--- src/cpu_pkg.sv ---
package cpu_pkg;

	// Data and address widths
	typedef logic [7:0]  byte_t;
	typedef logic [15:0] addr_t;
	typedef logic [2:0]  slot_t;
	typedef logic [3:0]  flags_t; // {sign, zero, parity, carry}

	// Data bus slot IDs, same map for master and slave
	localparam slot_t SLOT_IR  = 3'd0;
	localparam slot_t SLOT_MEM = 3'd1;
	localparam slot_t SLOT_A   = 3'd2;
	localparam slot_t SLOT_B   = 3'd3;
	localparam slot_t SLOT_AR0 = 3'd4; // AR low byte
	localparam slot_t SLOT_AR1 = 3'd5; // AR high byte
	localparam slot_t SLOT_PC0 = 3'd6;
	localparam slot_t SLOT_PC1 = 3'd7;

	typedef enum logic [2:0] {
		ALU_ADD, ALU_SUB, ALU_AND, ALU_OR,
		ALU_XOR, ALU_NOT, ALU_INC, ALU_DEC
	} alu_op_e;

	// Instruction class from bits 7:6
	typedef enum logic [1:0] {OP_MOV, OP_MVI, OP_ALU, OP_OTHER} op_type_e;

	typedef enum logic [1:0] {T0, T1, T2} t_state_e;

	// Opcode field positions
	localparam int TYPE_HI  = 7;
	localparam int TYPE_LO  = 6;
	localparam int MID_HI   = 5;
	localparam int MID_LO   = 3;
	localparam int SID_HI   = 2;
	localparam int SID_LO   = 0;
	localparam int ALU_HI   = 2;
	localparam int ALU_LO   = 0;
	localparam int CMP_BIT  = 5; // Compare-jump when set in OP_OTHER
	localparam int FSEL_HI  = 4;
	localparam int FSEL_LO  = 3;
	localparam int FLIP_BIT = 2;
	localparam int SYS_HI   = 2;
	localparam int SYS_LO   = 0;

	localparam logic [2:0] SYS_HLT    = 3'b001;
	localparam logic [2:0] SYS_INC_AR = 3'b010;

	localparam int PORT_BIT          = 15; // Output port select
	localparam int MEM_DEPTH_DEFAULT = 256;

endpackage

--- src/address_unit.sv ---
`timescale 1ns/1ps

module address_unit (
	input  logic           clk,
	input  logic           reset,
	input  cpu_pkg::byte_t data_bus,
	input  logic           we_ar0,
	input  logic           we_ar1,
	input  logic           we_pc0,
	input  logic           we_pc1,
	input  logic           pc_inc,
	input  logic           ar_inc,
	input  logic           jump,
	input  logic           amid_ar,
	output cpu_pkg::addr_t pc,
	output cpu_pkg::addr_t ar,
	output cpu_pkg::addr_t address
);

	// Program counter
	always_ff @(posedge clk) begin
		if (reset) begin
			pc <= '0;
		end else if (jump) begin
			pc <= ar; // Taken compare
		end else if (we_pc0 || we_pc1) begin
			if (we_pc0)
				pc[7:0] <= data_bus;
			if (we_pc1)
				pc[15:8] <= data_bus;
		end else if (pc_inc) begin
			pc <= pc + 16'd1;
		end
	end

	// Address register, byte loads beat INC_AR
	always_ff @(posedge clk) begin
		if (reset) begin
			ar <= '0;
		end else if (we_ar0 || we_ar1) begin
			if (we_ar0)
				ar[7:0] <= data_bus;
			if (we_ar1)
				ar[15:8] <= data_bus;
		end else if (ar_inc) begin
			ar <= ar + 16'd1; // Carries into the high byte
		end
	end

	assign address = amid_ar ? ar : pc;

endmodule

--- src/bus_arbiter.sv ---
`timescale 1ns/1ps

module bus_arbiter (
	input  cpu_pkg::slot_t mid,
	input  cpu_pkg::slot_t sid,
	input  logic           xfer_en,
	input  cpu_pkg::byte_t ir,
	input  cpu_pkg::byte_t a,
	input  cpu_pkg::byte_t b,
	input  cpu_pkg::byte_t mem_rdata,
	input  cpu_pkg::addr_t pc,
	input  cpu_pkg::addr_t ar,
	output logic           we_ir,
	output logic           we_mem,
	output logic           we_a,
	output logic           we_b,
	output logic           we_ar0,
	output logic           we_ar1,
	output logic           we_pc0,
	output logic           we_pc1,
	output cpu_pkg::byte_t data_bus
);
	import cpu_pkg::*;

	// Slave decode, one-hot while a transfer runs
	assign we_ir  = xfer_en && (sid == SLOT_IR);
	assign we_mem = xfer_en && (sid == SLOT_MEM);
	assign we_a   = xfer_en && (sid == SLOT_A);
	assign we_b   = xfer_en && (sid == SLOT_B);
	assign we_ar0 = xfer_en && (sid == SLOT_AR0);
	assign we_ar1 = xfer_en && (sid == SLOT_AR1);
	assign we_pc0 = xfer_en && (sid == SLOT_PC0);
	assign we_pc1 = xfer_en && (sid == SLOT_PC1);

	// Master source select
	always_comb begin
		case (mid)
			SLOT_IR:  data_bus = ir;
			SLOT_MEM: data_bus = mem_rdata;
			SLOT_A:   data_bus = a;
			SLOT_B:   data_bus = b;
			SLOT_AR0: data_bus = ar[7:0];
			SLOT_AR1: data_bus = ar[15:8];
			SLOT_PC0: data_bus = pc[7:0];
			default:  data_bus = pc[15:8]; // SLOT_PC1
		endcase
	end

endmodule

--- src/control_unit.sv ---
`timescale 1ns/1ps

module control_unit (
	input  logic            clk,
	input  logic            reset,
	input  cpu_pkg::byte_t  ir,
	input  cpu_pkg::flags_t flags,
	output cpu_pkg::slot_t  mid,
	output cpu_pkg::slot_t  sid,
	output logic            xfer_en,
	output logic            pc_inc,
	output logic            ar_inc,
	output logic            jump,
	output logic            alu_en,
	output logic            amid_ar,
	output logic            halted
);
	import cpu_pkg::*;

	t_state_e state, state_next;
	op_type_e op_type;
	slot_t    ir_mid;
	slot_t    ir_sid;
	logic     is_cmp, is_hlt, is_inc_ar;
	logic     cmp_pass;

	// Instruction decode
	assign op_type   = op_type_e'(ir[TYPE_HI:TYPE_LO]);
	assign ir_mid    = ir[MID_HI:MID_LO];
	assign ir_sid    = ir[SID_HI:SID_LO];
	assign is_cmp    = (op_type == OP_OTHER) && ir[CMP_BIT];
	assign is_hlt    = (op_type == OP_OTHER) && !ir[CMP_BIT] && (ir[SYS_HI:SYS_LO] == SYS_HLT);
	assign is_inc_ar = (op_type == OP_OTHER) && !ir[CMP_BIT] &&
		(ir[SYS_HI:SYS_LO] == SYS_INC_AR);

	// Selected flag, optionally inverted
	assign cmp_pass = flags[ir[FSEL_HI:FSEL_LO]] ^ ir[FLIP_BIT];

	// Timer sequencing
	always_comb begin
		state_next = state;
		case (state)
			T0: state_next = T1;
			T1: begin
				if (is_hlt)
					state_next = T1; // Park here
				else if (is_cmp && cmp_pass)
					state_next = T2; // Extra cycle for the jump
				else
					state_next = T0;
			end
			default: state_next = T0;
		endcase
	end

	always_ff @(posedge clk) begin
		if (reset) begin
			state  <= T0;
			halted <= 1'b0;
		end else begin
			if (!halted)
				state <= state_next;
			if (state == T1 && is_hlt)
				halted <= 1'b1; // Sticky until reset
		end
	end

	// Per-state bus and strobe control
	always_comb begin
		mid     = SLOT_MEM; // Fetch source by default
		sid     = SLOT_IR;
		xfer_en = 1'b0;
		pc_inc  = 1'b0;
		ar_inc  = 1'b0;
		jump    = 1'b0;
		alu_en  = 1'b0;
		amid_ar = 1'b0;
		case (state)
			T0: begin
				xfer_en = 1'b1; // Opcode fetch from PC
				pc_inc  = 1'b1;
			end
			T1: begin
				case (op_type)
					OP_MOV: begin
						mid     = ir_mid;
						sid     = ir_sid;
						xfer_en = 1'b1;
						amid_ar = (ir_mid == SLOT_MEM) || (ir_sid == SLOT_MEM); // Mem side uses AR
					end
					OP_MVI: begin
						sid     = ir_sid; // Immediate byte at PC
						xfer_en = 1'b1;
						pc_inc  = 1'b1;
					end
					OP_ALU:  alu_en = 1'b1;
					default: ar_inc = is_inc_ar;
				endcase
			end
			T2:      jump = 1'b1; // PC <= AR
			default: ;
		endcase
	end

endmodule

--- src/cpu_top.sv ---
`timescale 1ns/1ps

module cpu_top #(
	parameter int MEM_DEPTH = cpu_pkg::MEM_DEPTH_DEFAULT
) (
	input  logic           clk,
	input  logic           reset,
	input  logic           load_we,
	input  cpu_pkg::byte_t load_addr,
	input  cpu_pkg::byte_t load_data,
	output cpu_pkg::byte_t out_port,
	output logic           out_strobe,
	output logic           halted
);
	import cpu_pkg::*;

	// Control strobes
	slot_t  mid, sid;
	logic   xfer_en, pc_inc, ar_inc, jump, alu_en, amid_ar;
	// Slave write enables
	logic   we_ir, we_mem, we_a, we_b, we_ar0, we_ar1, we_pc0, we_pc1;
	// Buses and register values
	byte_t  data_bus, ir, a, b, mem_rdata;
	flags_t flags;
	addr_t  pc, ar, address;

	control_unit u_control (
		.clk(clk), .reset(reset),
		.ir(ir), .flags(flags),
		.mid(mid), .sid(sid), .xfer_en(xfer_en),
		.pc_inc(pc_inc), .ar_inc(ar_inc), .jump(jump),
		.alu_en(alu_en), .amid_ar(amid_ar), .halted(halted)
	);

	datapath u_datapath (
		.clk(clk), .reset(reset), .data_bus(data_bus),
		.we_ir(we_ir), .we_a(we_a), .we_b(we_b), .alu_en(alu_en),
		.ir(ir), .a(a), .b(b), .flags(flags)
	);

	address_unit u_address (
		.clk(clk), .reset(reset), .data_bus(data_bus),
		.we_ar0(we_ar0), .we_ar1(we_ar1), .we_pc0(we_pc0), .we_pc1(we_pc1),
		.pc_inc(pc_inc), .ar_inc(ar_inc), .jump(jump), .amid_ar(amid_ar),
		.pc(pc), .ar(ar), .address(address)
	);

	bus_arbiter u_arbiter (
		.mid(mid), .sid(sid), .xfer_en(xfer_en),
		.ir(ir), .a(a), .b(b), .mem_rdata(mem_rdata), .pc(pc), .ar(ar),
		.we_ir(we_ir), .we_mem(we_mem), .we_a(we_a), .we_b(we_b),
		.we_ar0(we_ar0), .we_ar1(we_ar1), .we_pc0(we_pc0), .we_pc1(we_pc1),
		.data_bus(data_bus)
	);

	memory_io #(.MEM_DEPTH(MEM_DEPTH)) u_memory (
		.clk(clk), .reset(reset),
		.address(address), .data_bus(data_bus), .we_mem(we_mem),
		.load_we(load_we), .load_addr(load_addr), .load_data(load_data),
		.mem_rdata(mem_rdata), .out_port(out_port), .out_strobe(out_strobe)
	);

endmodule

--- src/datapath.sv ---
`timescale 1ns/1ps

module datapath (
	input  logic            clk,
	input  logic            reset,
	input  cpu_pkg::byte_t  data_bus,
	input  logic            we_ir,
	input  logic            we_a,
	input  logic            we_b,
	input  logic            alu_en,
	output cpu_pkg::byte_t  ir,
	output cpu_pkg::byte_t  a,
	output cpu_pkg::byte_t  b,
	output cpu_pkg::flags_t flags
);
	import cpu_pkg::*;

	alu_op_e    alu_op;
	logic [8:0] alu_wide; // Bit 8 is carry or borrow
	byte_t      result;
	flags_t     new_flags;

	assign alu_op = alu_op_e'(ir[ALU_HI:ALU_LO]);

	always_comb begin
		case (alu_op)
			ALU_ADD: alu_wide = {1'b0, a} + {1'b0, b};
			ALU_SUB: alu_wide = {1'b0, a} - {1'b0, b}; // Borrow lands in bit 8
			ALU_AND: alu_wide = {1'b0, a & b};
			ALU_OR:  alu_wide = {1'b0, a | b};
			ALU_XOR: alu_wide = {1'b0, a ^ b};
			ALU_NOT: alu_wide = {1'b0, ~a};
			ALU_INC: alu_wide = {1'b0, a} + 9'd1;
			ALU_DEC: alu_wide = {1'b0, a} - 9'd1;
			default: alu_wide = '0;
		endcase
	end

	assign result = alu_wide[7:0];
	// Sign, zero, odd-ones parity, carry
	assign new_flags = {result[7], result == 8'h00, ^result, alu_wide[8]};

	always_ff @(posedge clk) begin
		if (reset) begin
			ir    <= '0;
			a     <= '0;
			b     <= '0;
			flags <= '0;
		end else begin
			if (we_ir)
				ir <= data_bus;
			if (alu_en) begin
				a     <= result; // ALU wins over bus
				flags <= new_flags;
			end else if (we_a) begin
				a <= data_bus;
			end
			if (we_b)
				b <= data_bus;
		end
	end

endmodule

--- src/memory_io.sv ---
`timescale 1ns/1ps

module memory_io #(
	parameter int MEM_DEPTH = 256
) (
	input  logic           clk,
	input  logic           reset,
	input  cpu_pkg::addr_t address,
	input  cpu_pkg::byte_t data_bus,
	input  logic           we_mem,
	input  logic           load_we,
	input  cpu_pkg::byte_t load_addr,
	input  cpu_pkg::byte_t load_data,
	output cpu_pkg::byte_t mem_rdata,
	output cpu_pkg::byte_t out_port,
	output logic           out_strobe
);
	import cpu_pkg::*;

	localparam int AW = $clog2(MEM_DEPTH);

	byte_t          ram [MEM_DEPTH];
	logic [AW-1:0]  ram_idx;
	logic [AW-1:0]  load_idx;
	logic           port_sel;

	assign ram_idx   = address[AW-1:0];
	assign load_idx  = AW'(load_addr);
	assign port_sel  = address[PORT_BIT]; // Upper half is I/O
	assign mem_rdata = ram[ram_idx]; // Async read

	always_ff @(posedge clk) begin
		if (load_we)
			ram[load_idx] <= load_data; // Program load
		else if (we_mem && !port_sel)
			ram[ram_idx] <= data_bus;
	end

	always_ff @(posedge clk) begin
		if (reset) begin
			out_port   <= '0;
			out_strobe <= 1'b0;
		end else begin
			out_strobe <= we_mem && port_sel; // One-cycle pulse
			if (we_mem && port_sel)
				out_port <= data_bus;
		end
	end

endmodule

--- config.mk ---
export PLATFORM = sky130hd
export DESIGN_NAME = cpu_top
export DESIGN_NICKNAME = d
export VERILOG_FILES = /design/src/cpu_pkg.sv /design/src/address_unit.sv /design/src/bus_arbiter.sv /design/src/control_unit.sv /design/src/cpu_top.sv /design/src/datapath.sv /design/src/memory_io.sv
export SDC_FILE = /design/constraint.sdc
export NUM_CORES = 2
export LEC_CHECK = 0
export ABC_CLOCK_PERIOD_IN_PS = 27200
export BUFFER_PORTS_ARGS = -buffer_cell sky130_fd_sc_hd__buf_2
export CAP_MARGIN = 10
export CORE_ASPECT_RATIO = 0.8
export CORE_MARGIN = 4
export CORE_UTILIZATION = 25
export DETAILED_ROUTE_END_ITERATION = 12
export PLACE_DENSITY_LB_ADDON = 0.3
export SLEW_MARGIN = 40
export SYNTH_ARGS = -nofsm -noshare
export SYNTH_HDL_FRONTEND = slang
export SYNTH_SLANG_ARGS = --single-unit
--- constraint.sdc ---
create_clock -name clk -period 27.2 [get_ports clk]
set_input_delay 5.44 -clock clk [delete_from_list [all_inputs] [get_ports clk]]
set_output_delay 5.44 -clock clk [all_outputs]
set_load 0.05 [all_outputs]
-- After elaboration in Yosys (flattened, before gate mapping)
Memory sizes are Yosys's and may differ from the RTL's.
Index checks and enable logic that the tools add are counted.
- memories kept: 1
- bits in registers: 72
- RAM bits: 2048
- output and inout port bits: 10
- input port bits: 19
- logic and storage cells: 135
- eq/ne operators: 30
- add/sub/neg operators: 6
- magnitude comparators: 1
- bitwise logic cells: 5
- mux-type cells: 42
- reduce and logical (&&, ||, !) cells: 38
- memory list (memory ; words ; bits a word ; read ports ; clocked after Yosys merged registers in ; write ports ; RTL line ; source):
    u_memory.ram ; 256 ; 8 ; 1 ; 0 ; 1 ; memory_io.sv:22 ; byte_t ram [MEM_DEPTH];
- operators by type and width (kind ; number):
    2-to-1 mux 16 bit ; 6
    case mux 9 bit (8 select lines) ; 1
    2-to-1 mux 8 bit ; 8
    case mux 8 bit (7 select lines) ; 1
    == test 3 bit, second input constant ; 11
    adder 16 x 1 -> 16 bit, second input constant ; 2
    == test 3 x 2 -> 1 bit, second input constant ; 6
    logical AND 1 bit ; 16
    2-to-1 mux 1 bit ; 16
    == test 3 x 1 -> 1 bit, second input constant ; 4
    2-to-1 mux 3 bit ; 4
    adder 8 x 1 -> 9 bit, second input constant ; 1
    adder 8 x 8 -> 9 bit ; 1
    logical NOT 3 bit ; 3
    subtractor 8 x 1 -> 9 bit, second input constant ; 1
    subtractor 8 x 8 -> 9 bit ; 1
    bitwise AND 8 bit ; 1
    logical NOT 8 bit ; 1
    inverter 8 bit ; 1
    bitwise OR 8 bit ; 1
    AND reduction 2 bit ; 4
    OR reduction 8 bit ; 1
    XOR reduction 8 bit ; 1
    bitwise XOR 8 bit ; 1
    17 further kinds ; 29

-- Depth between registers and ports, before layout
- depth in word-level cells: 12
- mapped depth: 20
- depth with buffers taken out: 20

-- Hierarchy
A second synthesis with hierarchy kept.
- cells, all modules: 4636
- area, all modules: 85789.8 um2
- modules (own cells, without submodules) (module ; area an instance (um2) ; cells an instance ; seq. area each (um2) ; instances):
    memory_io ; 80076.8 ; 3886 ; 61679.2 ; 1
    address_unit ; 2438.6 ; 323 ; 640.6 ; 1
    datapath ; 2382.3 ; 293 ; 560.5 ; 1
    bus_arbiter ; 578.1 ; 93 ; 0.0 ; 1
    control_unit ; 314.1 ; 41 ; 60.1 ; 1

-- Worst setup path after synthesis
Ideal clock, no wire load.
- path kind: input to register
- start point: in load_we
- end point: mem u_memory.ram[0][5] in the netlist's numbering (data pin)
- path slack: 8.021 ns
- path buffers: 3
- library setup time: 2.238 ns
- arrival: 16.941 ns
- stages on the path: 5
- required time: 24.962 ns
- cell sequence: or4_1 > clkbuf_1 > clkbuf_1 > clkbuf_1 > o31ai_1
- longest elaborated chain between the ends: 4
- RTL lines (item ; RTL line ; source):
    start, declared ; cpu_top.sv:8 ; input logic load_we,
    2-to-1 mux 1 bit ; memory_io.sv:33 ; if (load_we)
    2-to-1 mux 1 bit (implied by the code) ; memory_io.sv:36 ; ram[ram_idx] <= data_bus;
    OR reduction 8 bit (no source line) ; -- ;
    2-to-1 mux 8 bit (no source line) ; -- ;
    end, declared ; memory_io.sv:22 ;
No other way between the ends.

-- Final worst setup path
- start point: reg u_datapath.ir[4]
- end point: mem u_memory.ram[0][3] in the netlist's numbering (data pin)
- longest elaborated chain between the ends: 12
- elaborated cells between the ends (all ways): 23
- classes of those cells: 7 x eq/ne; 10 x mux; 5 x reduce/logical; 1 x memory
- RTL lines (item ; RTL line ; source):
    start, declared ; datapath.sv:11 ; output cpu_pkg::byte_t ir,
    start signal, assigned ; datapath.sv:51 ; ir <= data_bus;
    parallel branches: the longest is 11 deep, another holds memory read (256 x 8 bit) ; -- ;
    2-to-1 mux 8 bit (no source line) * ; -- ;
Mark *: on every way between the ends.

==> results.md <==
* Outcome: completed
* Worst EP required at ~28 ns
* Top post-synthesis cells by count: edfxtp_1, mux2i_1, nand2_1, nor2_1, o22ai_1
* Fmax at 107 MHz
* Total gr overflow at 0
* Cells after DPL at slightly above 10000
* Fin crit period at ~9.4 ns
* CP Data Arrival Time at ~9.8 ns
* Initial DRC count at 6793
* Vias in the first global route at 50563
* Most used flip-flop cell after synthesis: edfxtp_1
* DR vias/cell at 5.03
* Clock buffer depth at 4
* Total leakage power at a little over 30 nW
* Non-filler cells, final at around 11000
* Largest net degree at the start of global routing at about 110
* Max-cap violations at 0
* CP most frequent cell: buf_4
* Family with the most delay on the worst path: buffers and inverters
* Final Slew Violations at 0
* Number of gates resized after CTS at 0
* Worst Hold Class: reg -> reg
* Setup CP Type: reg -> reg
* Post-synthesis sequential area ratio at 0.727
* # nets final at between 5000 and 6000
* Synth top area share at 0.710
* I/O pin count at 29
* Final Cell Area at around 100000 µm²
* Post-CTS setup buffer count at 0
* Reg2Reg Setup Slack at ~18 ns
* Worst skew pair latency at between 0.8 and 0.9 ns
* Power Dens Cells at 84.8 nW/µm²
* CORE AREA at ~350000 µm²
* Most instantiated library cell after synthesis: edfxtp_1
* Wire per inst at between 20 and 30 µm
* Clock Sinks at 2120
* Async SR Flop Fraction at 0
* RSZ-0062 raised after global routing: no
* Root buffer cell: clkbuf_16
* Dpl cell area at just over 90000 µm²
* CTS tree: built
* Worst path slowest cell: dfxtp_1
* GRT Total Usage at 0.154
* DPL Wire Length at around 180000 µm
* Port bufs at 28
* WHS at 0.493 ns
* Layout cells sized above 1 at 0.128
* Fill cell count at ~34000
* First-pass DRT Iterations at 6
* Post-synth cell types at 85
* Vias at between 50000 and 60000
* Crit path max fanout at between 100 and 150
* Final ANT Viol Nets at 0
* Rows at ~190
* Routed wire length at 284000 µm
* Die Wd at between 600 and 700 µm
* Skew final at around 0.073 ns
* Sum Neg Setup Slack at 0 ns
* Startpoint types: flop
* Critical path cell sequence: nor3b_1 > o21ai_4 > buf_4 > a21o_4 > buf_4 > buf_12 > buf_12 > buf_16 > buf_4 > mux2i_1 > o22ai_1 > o41ai_1 > a41oi_1 > a21oi_1 > nand4_2 > nand2_1 > o21ai_4 > buf_4 > clkbuf_8
* Worst path bufs/invs at 8
* First-pass GRT wire length at 398000 µm
* Area contributors post-synth: edfxtp_1, mux2i_1, nand2_1, o22ai_1, nor2_1
* Syn. warnings at 0
* Post-Syn Area per Cell at between 10 and 15 µm²
* Final Hold Viols at 0
* Initial Utilization at 0.251
* RePlAce Congestion at 0.889
* Area of the mapped netlist at about 87000 µm²
* Area leader, netlist: edfxtp_1
* CP max stage delay at 0.82 ns
* TritonCTS buffer count at 214
* Overall die height at 535 µm
* Hold_buf cts at 0
* Period utilisation layout at 0.344
* Cell count after synthesis at between 5000 and 6000
* Syn nets at ~6000
* Initial antenna violation count at 14
* Overall Power at 8.46 mW
* Post-synth EDFFs at 2048
* Worst Tran Pin Value at roughly 1.0 ns
* Residual DRC at 0
* Crit. End Element: flop
* H-Tree Depth at 4
* Area Growth Syn to Fin at 15.3%
* Synthesized flop and latch total at between 2000 and 2500
* Die ar. at between 300000 and 400000 µm²
* Peak supply drop at around 0.000064 V
* Max_slew headroom at 0.327
* Clock-pin slew on the worst setup and hold paths at ~0.060 ns
* Final Setup Violations at 0
-- final timing paths --
path | startpoint | endpoint | depth (start not counted)
max reg2reg | u_datapath.ir[4] | u_memory.ram[0][3] | 19
max | u_datapath.ir[4] | u_memory.ram[0][3] | 19
min | u_datapath.flags[2] | u_datapath.flags[2] | 2
min reg2reg | u_datapath.flags[2] | u_datapath.flags[2] | 2
-- worst register-to-register path, cell delays in order, from the launching register on --
cell	delay [ns]
dfxtp_1	0.82
nor3b_1	0.22
o21ai_4	0.19
buf_4	0.52
a21o_4	0.57
buf_4	0.67
buf_12	0.66
buf_12	0.47
buf_16	0.42
buf_4	0.85
mux2i_1	0.38
o22ai_1	0.11
o41ai_1	0.57
a41oi_1	0.22
a21oi_1	0.31
nand4_2	0.50
nand2_1	0.34
o21ai_4	0.09
buf_4	0.38
clkbuf_8	0.58
-- layer usage --
metal  GRT usage  part of all wire  vias up
met5     0.00253           0.00076        -
met4      0.0358             0.025       10
met3      0.0360             0.093      399
met2       0.220              0.42     2410
met1       0.232              0.46    27826
li1            -                 -    22764
-- area by class of cell --
type / instances / area (µm²) / area share
flip-flops and latches: 2120 / 62900 / 0.630
clock inverters: 121 / 1120 / 0.0112
well taps: 4582 / 5730 / 0.0574
repair buffers: 197 / 1670 / 0.0167
clock buffers: 258 / 5540 / 0.0555
multi-input cells: 3298 / 22700 / 0.227
diodes: 6 / 15.0 / 0.000150
inverters: 42 / 158 / 0.00158
-- report_power, final --
part	total (mW)	internal, mW	switching, mW
Combinational	1.87	0.528	1.35
Sequential	3.70	3.65	0.0448
Clock	2.89	1.63	1.26
-- stage by stage --
step | util | setup WS (ns)
floorplan | - | 8.02
global placement | 0.267 | 17.17
detailed placement | 0.269 | 17.61
CTS | 0.288 | 17.72
global route | 0.289 | 17.53
finish | 0.289 | 17.85
-- logic make-up after synthesis --
| family | Yosys count | synth area share |
|---|---|---|
| buf+inv | 416 | 0.0242 |
| simple gates | 1538 | 0.0764 |
| flops | 2120 | 0.727 |
| xor+xnor | 17 | 0.00172 |
| compound gates | 949 | 0.0738 |
| fa+ha+maj | 33 | 0.00485 |
| mux | 761 | 0.0925 |
-- flip-flops by register name (all words and copies together), names as in the netlist --
register / flops
u_memory.ram: 2048
u_address.ar: 16
u_address.pc: 16
u_datapath.a: 8
u_datapath.b: 8
u_datapath.ir: 8
u_memory.out_port: 8
u_datapath.flags: 4
u_control.state: 2
u_control.halted: 1
u_memory.out_strobe: 1
-- cells in the final DEF, fill, tap and decap left out, types with 128 or more instances in the layout --
cell type and n:
edfxtp_1 2048, mux2i_1 713, nand2_1 620, nor2_1 353, o22ai_1 299, clkbuf_16 215, nand3_1 162, a21oi_1 156
buf_4 140, nor2_2 128
No activity file was read; power rests on OpenSTA's default activity.
